## src/logic/timing_pkg.sv

```systemverilog
package timing_pkg;

  // cycles in one decay / display period
  // set to the clock rate for a one second period on hardware
  localparam int SECOND_CYCLES = 200;
  localparam int PERIOD_WIDTH  = $clog2(SECOND_CYCLES + 1);

  typedef logic [PERIOD_WIDTH-1:0] period_count_t;

  // activation count at which a direction fires
  localparam int FIRE_THRESHOLD = 89;
  localparam int ACCUM_WIDTH    = 7;

  typedef logic [ACCUM_WIDTH-1:0] accum_t;

endpackage: timing_pkg

```

## src/logic/axis_pkg.sv

```systemverilog
package axis_pkg;

  // raw accelerometer reading, two's complement
  typedef logic signed [15:0] sample_t;

  localparam int NUM_DIRECTIONS = 6;

  // each value doubles as its bit position in direction_vec_t
  typedef enum logic [2:0] {
    dir_left    = 3'd0, // x falling
    dir_right   = 3'd1, // x rising
    dir_back    = 3'd2, // y falling
    dir_forward = 3'd3, // y rising
    dir_down    = 3'd4, // z falling
    dir_up      = 3'd5  // z rising
  } direction_e;

  // one bit per direction
  // used for activations, fires and the LED pattern
  typedef logic [NUM_DIRECTIONS-1:0] direction_vec_t;

endpackage: axis_pkg
```

## src/logic/npu_top.sv

```systemverilog
`timescale 1ns/100ps

module npu_top (
  input  logic                     clock,
  input  logic                     reset_n,
  input  logic                     i_sample_valid,
  input  logic                     i_stop,
  input  axis_pkg::sample_t        i_x,
  input  axis_pkg::sample_t        i_y,
  input  axis_pkg::sample_t        i_z,
  output axis_pkg::direction_vec_t o_leds
);

  logic capture; // shared by all three axes
  logic compare;

  axis_pkg::direction_vec_t activation; // comparator -> accumulator
  axis_pkg::direction_vec_t fired;      // accumulator -> display

  sample_sequencer u_sequencer (
    .clock          (clock),
    .reset_n        (reset_n),
    .i_sample_valid (i_sample_valid),
    .i_stop         (i_stop),
    .o_capture      (capture),
    .o_compare      (compare)
  );

  axis_comparator u_x_axis (
    .clock           (clock),
    .reset_n         (reset_n),
    .i_capture       (capture),
    .i_compare       (compare),
    .i_sample        (i_x),
    .o_move_negative (activation[axis_pkg::dir_left]),
    .o_move_positive (activation[axis_pkg::dir_right])
  );

  axis_comparator u_y_axis (
    .clock           (clock),
    .reset_n         (reset_n),
    .i_capture       (capture),
    .i_compare       (compare),
    .i_sample        (i_y),
    .o_move_negative (activation[axis_pkg::dir_back]),
    .o_move_positive (activation[axis_pkg::dir_forward])
  );

  axis_comparator u_z_axis (
    .clock           (clock),
    .reset_n         (reset_n),
    .i_capture       (capture),
    .i_compare       (compare),
    .i_sample        (i_z),
    .o_move_negative (activation[axis_pkg::dir_down]),
    .o_move_positive (activation[axis_pkg::dir_up])
  );

  // one accumulator per direction bit
  for (genvar d = 0; d < axis_pkg::NUM_DIRECTIONS; d++) begin : g_direction
    motion_accumulator u_accum (
      .clock      (clock),
      .reset_n    (reset_n),
      .i_activate (activation[d]),
      .o_fire     (fired[d])
    );
  end

  display_hold u_display (
    .clock   (clock),
    .reset_n (reset_n),
    .i_fired (fired),
    .o_leds  (o_leds)
  );

endmodule: npu_top

```

## src/logic/display_hold.sv

```systemverilog
`timescale 1ns/100ps

module display_hold (
  input  logic                     clock,
  input  logic                     reset_n,
  input  axis_pkg::direction_vec_t i_fired, // fire pulses, one bit per direction
  output axis_pkg::direction_vec_t o_leds
);

  enum logic {CLEAR, SHOW} state, next_state;

  timing_pkg::period_count_t hold_count;

  logic hold_done;
  logic led_load;
  logic led_clear;

  // LEDs stay up for SECOND_CYCLES cycles after the load edge
  assign hold_done =
    (hold_count == timing_pkg::period_count_t'(timing_pkg::SECOND_CYCLES - 1));

  always_comb begin
    next_state = state;
    led_load   = 1'b0;
    led_clear  = 1'b0;

    case (state)
      CLEAR: begin
        if (i_fired != '0) begin
          next_state = SHOW;
          led_load   = 1'b1;
        end
      end

      SHOW: begin
        // new fires are ignored until the hold ends
        if (hold_done) begin
          next_state = CLEAR;
          led_clear  = 1'b1;
        end
      end

      default: begin
        next_state = CLEAR;
      end
    endcase
  end

  always_ff @(posedge clock) begin
    if (!reset_n) begin
      state      <= CLEAR;
      hold_count <= '0;
      o_leds     <= '0;
    end
    else begin
      state <= next_state;
      if (led_load) begin
        o_leds     <= i_fired;
        hold_count <= '0;
      end
      else if (led_clear) begin
        o_leds     <= '0;
        hold_count <= '0;
      end
      else if (state == SHOW) begin
        hold_count <= hold_count + 1'b1;
      end
    end
  end

endmodule: display_hold

```

## src/logic/motion_accumulator.sv

```systemverilog
`timescale 1ns/100ps

module motion_accumulator (
  input  logic clock,
  input  logic reset_n,
  input  logic i_activate, // one activation pulse from a comparator
  output logic o_fire      // to display hold
);

  timing_pkg::period_count_t decay_timer;
  timing_pkg::accum_t        count;

  logic period_done; // a full period passed with no activation
  logic count_up;
  logic count_down;
  logic count_clear;
  logic timer_restart;

  assign period_done =
    (decay_timer == timing_pkg::period_count_t'(timing_pkg::SECOND_CYCLES - 1));

  // high for the single cycle the count sits at threshold
  assign o_fire = (count == timing_pkg::accum_t'(timing_pkg::FIRE_THRESHOLD));

  always_comb begin
    count_up      = 1'b0;
    count_down    = 1'b0;
    count_clear   = 1'b0;
    timer_restart = 1'b0;

    if (o_fire) begin
      count_clear = 1'b1; // fire once, then start over
    end
    else if (i_activate) begin
      count_up      = 1'b1;
      timer_restart = 1'b1;
    end
    else if (period_done) begin
      timer_restart = 1'b1;
      if (count != '0) begin
        count_down = 1'b1; // leak, saturating at zero
      end
    end
  end

  // decay timer
  always_ff @(posedge clock) begin
    if (!reset_n) begin
      decay_timer <= '0;
    end
    else if (timer_restart) begin
      decay_timer <= '0;
    end
    else begin
      decay_timer <= decay_timer + 1'b1;
    end
  end

  // activation count
  always_ff @(posedge clock) begin
    if (!reset_n) begin
      count <= '0;
    end
    else if (count_clear) begin
      count <= '0;
    end
    else if (count_up) begin
      count <= count + 1'b1;
    end
    else if (count_down) begin
      count <= count - 1'b1;
    end
  end

endmodule: motion_accumulator

```

## src/logic/axis_comparator.sv

```systemverilog
`timescale 1ns/100ps

module axis_comparator (
  input  logic              clock,
  input  logic              reset_n,
  input  logic              i_capture,       // from sequencer
  input  logic              i_compare,       // from sequencer
  input  axis_pkg::sample_t i_sample,
  output logic              o_move_negative, // left / back / down
  output logic              o_move_positive  // right / forward / up
);

  axis_pkg::sample_t current_sample;
  axis_pkg::sample_t previous_sample;

  logic is_lower;
  logic is_higher;

  // two-deep sample history
  always_ff @(posedge clock) begin
    if (!reset_n) begin
      current_sample  <= '0;
      previous_sample <= '0;
    end
    else if (i_capture) begin
      previous_sample <= current_sample;
      current_sample  <= i_sample;
    end
  end

  // signed compare, sample_t is two's complement
  always_comb begin
    is_lower  = 1'b0;
    is_higher = 1'b0;

    if (current_sample < previous_sample) begin
      is_lower = 1'b1;
    end
    else if (current_sample > previous_sample) begin
      is_higher = 1'b1;
    end
  end

  // only valid while the sequencer says compare
  assign o_move_negative = i_compare & is_lower;
  assign o_move_positive = i_compare & is_higher;

endmodule: axis_comparator

```

## src/logic/sample_sequencer.sv

```systemverilog
`timescale 1ns/100ps

module sample_sequencer (
  input  logic clock,
  input  logic reset_n,
  input  logic i_sample_valid, // one-cycle strobe with x, y, z
  input  logic i_stop,
  output logic o_capture,      // load sample into all comparators
  output logic o_compare       // comparators evaluate this cycle
);

  enum logic [1:0] {WAITING, PRIMED, COMPARE} state, next_state;

  // next state and capture strobe
  always_comb begin
    next_state = state;
    o_capture  = 1'b0;

    case (state)
      WAITING: begin
        if (i_sample_valid) begin
          next_state = PRIMED;
          o_capture  = 1'b1; // first sample only primes the registers
        end
      end

      PRIMED: begin
        if (i_stop) begin
          next_state = WAITING;
        end
        else if (i_sample_valid) begin
          next_state = COMPARE;
          o_capture  = 1'b1;
        end
      end

      COMPARE: begin
        // strobe arriving here is dropped
        next_state = PRIMED;
      end

      default: begin
        next_state = WAITING;
      end
    endcase
  end

  // compare lasts exactly the one cycle spent in COMPARE
  assign o_compare = (state == COMPARE);

  always_ff @(posedge clock) begin
    if (!reset_n) begin
      state <= WAITING;
    end
    else begin
      state <= next_state;
    end
  end

endmodule: sample_sequencer

```

## config.mk

```make
export PLATFORM = sky130hd
export DESIGN_NAME = npu_top
export DESIGN_NICKNAME = d
export VERILOG_FILES = /design/src/logic/timing_pkg.sv /design/src/logic/axis_pkg.sv /design/src/logic/npu_top.sv /design/src/logic/display_hold.sv /design/src/logic/motion_accumulator.sv /design/src/logic/axis_comparator.sv /design/src/logic/sample_sequencer.sv
export SDC_FILE = /design/constraint.sdc
export NUM_CORES = 1
export LEC_CHECK = 0
export ABC_AREA = 1
export ABC_CLOCK_PERIOD_IN_PS = 4000
export BUFFER_PORTS_ARGS = -buffer_cell sky130_fd_sc_hd__buf_4
export CORE_MARGIN = 4
export CORE_UTILIZATION = 60
export CTS_CLUSTER_SIZE = 28
export DETAILED_ROUTE_END_ITERATION = 10
export PLACE_DENSITY_LB_ADDON = 0.1
export SYNTH_ARGS = -nofsm -noshare
export SYNTH_HDL_FRONTEND = slang
export SYNTH_SLANG_ARGS = --single-unit
export TNS_END_PERCENT = 1
```

## constraint.sdc

```tcl
create_clock -name clock -period 4 [get_ports clock]
set_input_delay 0.2 -clock clock [delete_from_list [all_inputs] [get_ports clock]]
set_output_delay 0.2 -clock clock [all_outputs]
set_load 0.05 [all_outputs]
```

==> results.sh <==
export IMPL_hold_viol=0
export IMPL_critPathLaunchType="flip-flop"
export IMPL_ctsHtreeMaxLevel=1
export IMPL_leakage_nw=5.42
export IMPL_firstDrtPassIters=5
export IMPL_grt_start_max_net_pins=193
export IMPL_muxShareOfSynthArea_pct=0
export IMPL_ys_dominant_reg_cell="dfxtp_1"
export IMPL_synth_simple_area_share_pct=23.4
export IMPL_port_buffers=57
export IMPL_drt_wirelength_per_cell_um=12.1
export IMPL_yosysTopAreaCell="dfxtp_1"
export IMPL_slew_viol_final=0
export IMPL_routed_wl_um=20600
export IMPL_vias=8723
export IMPL_dpl_cell_count=1623
export IMPL_antenna_cells=0
export IMPL_final_cells=1695
export IMPL_netlist_top_cells_area="dfxtp_1, ha_1, a21oi_1"
export IMPL_tightest_slew_ns=0.826
export IMPL_drive_above_1_share_pct=11.8
export IMPL_synth_edff_count=0
export IMPL_end_kind="flip-flop"
export IMPL_drc=0
export IMPL_insertion_delay_ns=0.50
export IMPL_cap_violations=0
export IMPL_fill_cells=1419
export IMPL_cts_buffers=22
export IMPL_fmax_mhz=345
export IMPL_final_nets=1598
export IMPL_start_util_pct=61.5
export IMPL_num_rows=48
export IMPL_gp_congestion=0.892
export IMPL_syn2layout_area_growth_pct=15.2
export IMPL_max_slew_margin_pct=44.9
export IMPL_min_period_over_period_pct=72.4
export IMPL_clock_path_buffers=3
export IMPL_synth_compound_area_share_pct=15.2
export IMPL_chipWidth_um=141
export IMPL_setup_viol=0
export IMPL_synth_top_cells_by_count="dfxtp_1, inv_1, nor2_1"
export IMPL_status="finished, final reports clean"
export IMPL_clock_sinks=203
export IMPL_antenna_found_initial=0
export IMPL_die_h_um=141
export IMPL_fin_setup_tns_ns=0
export IMPL_dp_hpwl_um=14100
export IMPL_syn_mean_instance_area_um2=7.76
export IMPL_synthArstFlopShare_pct=0
export IMPL_synth_xor_area_share_pct=3.86
export IMPL_post_synth_top_count_cell="dfxtp_1"
export IMPL_synth_top_family_by_area="simple AND/OR/NAND/NOR gates"
export IMPL_netlist_instances=1374
export IMPL_core_area_um2=17400
export IMPL_syn_area_um2=10700
export IMPL_ys_types=49
export IMPL_dieArea_um2=20000
export IMPL_cts_resized=0
export IMPL_ant_nets=0
export IMPL_synth_nets=1517
export IMPL_cts_tree="done"
export IMPL_first_iter_violations=388
export IMPL_post_route_min_period_ns=2.90
export IMPL_path_max_fanout=10
export IMPL_p_per_area_nw_per_um2=393
export IMPL_grt_first_pass_wirelength_um=36100
export IMPL_critPathKind="reg -> reg"
export IMPL_peakVddDrop_v=0.000318
export IMPL_ios=58
export IMPL_synth_adder_area_share_pct=11.1
export IMPL_arrival_ns=3.29
export IMPL_grt_ovfl_total=0
export IMPL_rsz0062_at_grt="false"
export IMPL_grt_pass1_vias=8296
export IMPL_grt_usage_pct=20.8
export IMPL_hold_class="in -> reg"
export IMPL_ys_warn_count=0
export IMPL_yosys_area_top_type_share_pct=38.1
export IMPL_path_clk_slew_ns=0.06
export IMPL_cp_required_ns=4.39
export IMPL_vias_per_cell=5.15
export IMPL_ys_ff_latch=203
export IMPL_cts_root_buf="clkbuf_16"
export IMPL_finalClockSkew_ns=0.00839
export IMPL_yosysSeqAreaShare_pct=38.1
-- layout make-up --
cell class	count	area [um2]	share of cell area, %
Multi-Input combinational cell	942	5700	46.4
Sequential cell	203	4060	33.1
Timing Repair Buffer	91	778	6.33
Inverter	195	744	6.06
Clock buffer	33	663	5.40
Tap cell	225	282	2.29
Clock inverter	6	55.1	0.448
-- power by group --
group          switching, mW  leakage (nW)  internal (mW)  total (mW)
clock network          0.782         0.359           1.20        1.99
registers             0.0586          1.66           2.13        2.18
logic                  0.393          3.39          0.271       0.664
-- placed cells by master, fill, tap and decap left out, types with 4 or more instances in the layout --
master         instances
nand3_1               64
dfxtp_1              203
buf_4                 57
inv_2                  7
nor3b_2                7
o21bai_1               4
nand4_1               26
nand2_4               11
nand2_2               16
nand2_1              152
fa_1                   6
a31oi_1                5
clkbuf_16             23
nor2_2                10
clkinv_2               7
o21ai_0              117
clkbuf_1               5
a21oi_2                4
nor3_1                12
nand3_4                5
clkbuf_8               5
a21o_1                 8
o21ai_1                9
ha_1                  85
xnor2_1                9
nor2_1               173
nor3b_1                8
dlygate4sd3_1         33
xor2_1                38
a21boi_1               4
a21oi_1              144
inv_1                181
-- metrics by stage --
step	hold WS (ns)	util, %	total power, mW	setup slack [ns]	instance area (um2)
5_1_grt	0.0244	70.8	5.08	0.819	12300
6_report	0.0107	70.8	4.83	1.10	12300
3_5_place_dp	0.437	64.8	2.86	1.14	11200
3_3_place_gp	0.433	64.8	2.84	1.23	11200
4_1_cts	0.00201	70.8	4.90	1.12	12300
2_1_floorplan	0.346	-	2.71	1.35	10700
-- worst paths after layout --
kind	start	to	slack (ns)	cells past startpoint
max	u_x_axis.previous_sample[11]$_SDFFE_PN0P_	g_direction[0].u_accum.count[6]$_SDFFE_PP0P_	1.10	20
min	i_y[2]	u_y_axis.current_sample[2]$_SDFFE_PN0P_	0.01	3
max reg2reg	u_x_axis.previous_sample[11]$_SDFFE_PN0P_	g_direction[0].u_accum.count[6]$_SDFFE_PP0P_	1.10	20
min reg2reg	g_direction[2].u_accum.decay_timer[0]$_SDFF_PP0_	g_direction[2].u_accum.decay_timer[0]$_SDFF_PP0_	0.44	1
-- cells by family (layout without fill, tap and decap cells) --
family | count (synthesis) | count (layout)
xor gates and xnor gates | 47 | 47
buffers and inverters | 229 | 325
adders and majority gates | 91 | 91
DFF | 203 | 203
and+or+nand+nor | 501 | 501
AOI/OAI and AO/OA | 303 | 303
-- registers in the layout, summed over array words and instances, names as in the netlist, 8 cells and up --
signal                           cells
u_x_axis.previous_sample            16
u_y_axis.previous_sample            16
u_z_axis.previous_sample            16
u_x_axis.current_sample             16
u_z_axis.current_sample             16
u_y_axis.current_sample             16
g_direction.u_accum.count           42
g_direction.u_accum.decay_timer     48
u_display.hold_count                 8
-- routing by layer --
| layer | wire length (um) | vias up | track usage (%) | part of all wire, % |
|---|---|---|---|---|
| met1 | 9740 | 3925 | 27.0 | 47 |
| met5 | 0 | - | 0 | 0 |
| met3 | 533 | 34 | 2.83 | 2.6 |
| li1 | - | 4690 | - | - |
| met2 | 9880 | 74 | 36.5 | 48 |
| met4 | 414 | 0 | 5.30 | 2.0 |
-- timing repair --
action,4_1_cts,5_1_grt
hold endpoints to repair,32,0
setup buffers,0,0
hold buffers,33,0
-- worst max-delay path: stages (launching register included) --
cell and delay (ns):
dfxtp_1 0.32, inv_1 0.05, ha_1 0.30, nand2_2 0.07
nor2_2 0.15, nand2_2 0.08, nor2_4 0.10, nand2_2 0.09
nand3_2 0.10, nand2_4 0.07, nand2_4 0.10, nand2_8 0.10
ha_1 0.36, a21oi_1 0.17, nand2_1 0.10, a21oi_1 0.14
o21bai_1 0.10, nor2_1 0.10, nand2_1 0.08, a21oi_1 0.13
nor2_1 0.06
Note: power is estimated with default switching activity, not from simulation.
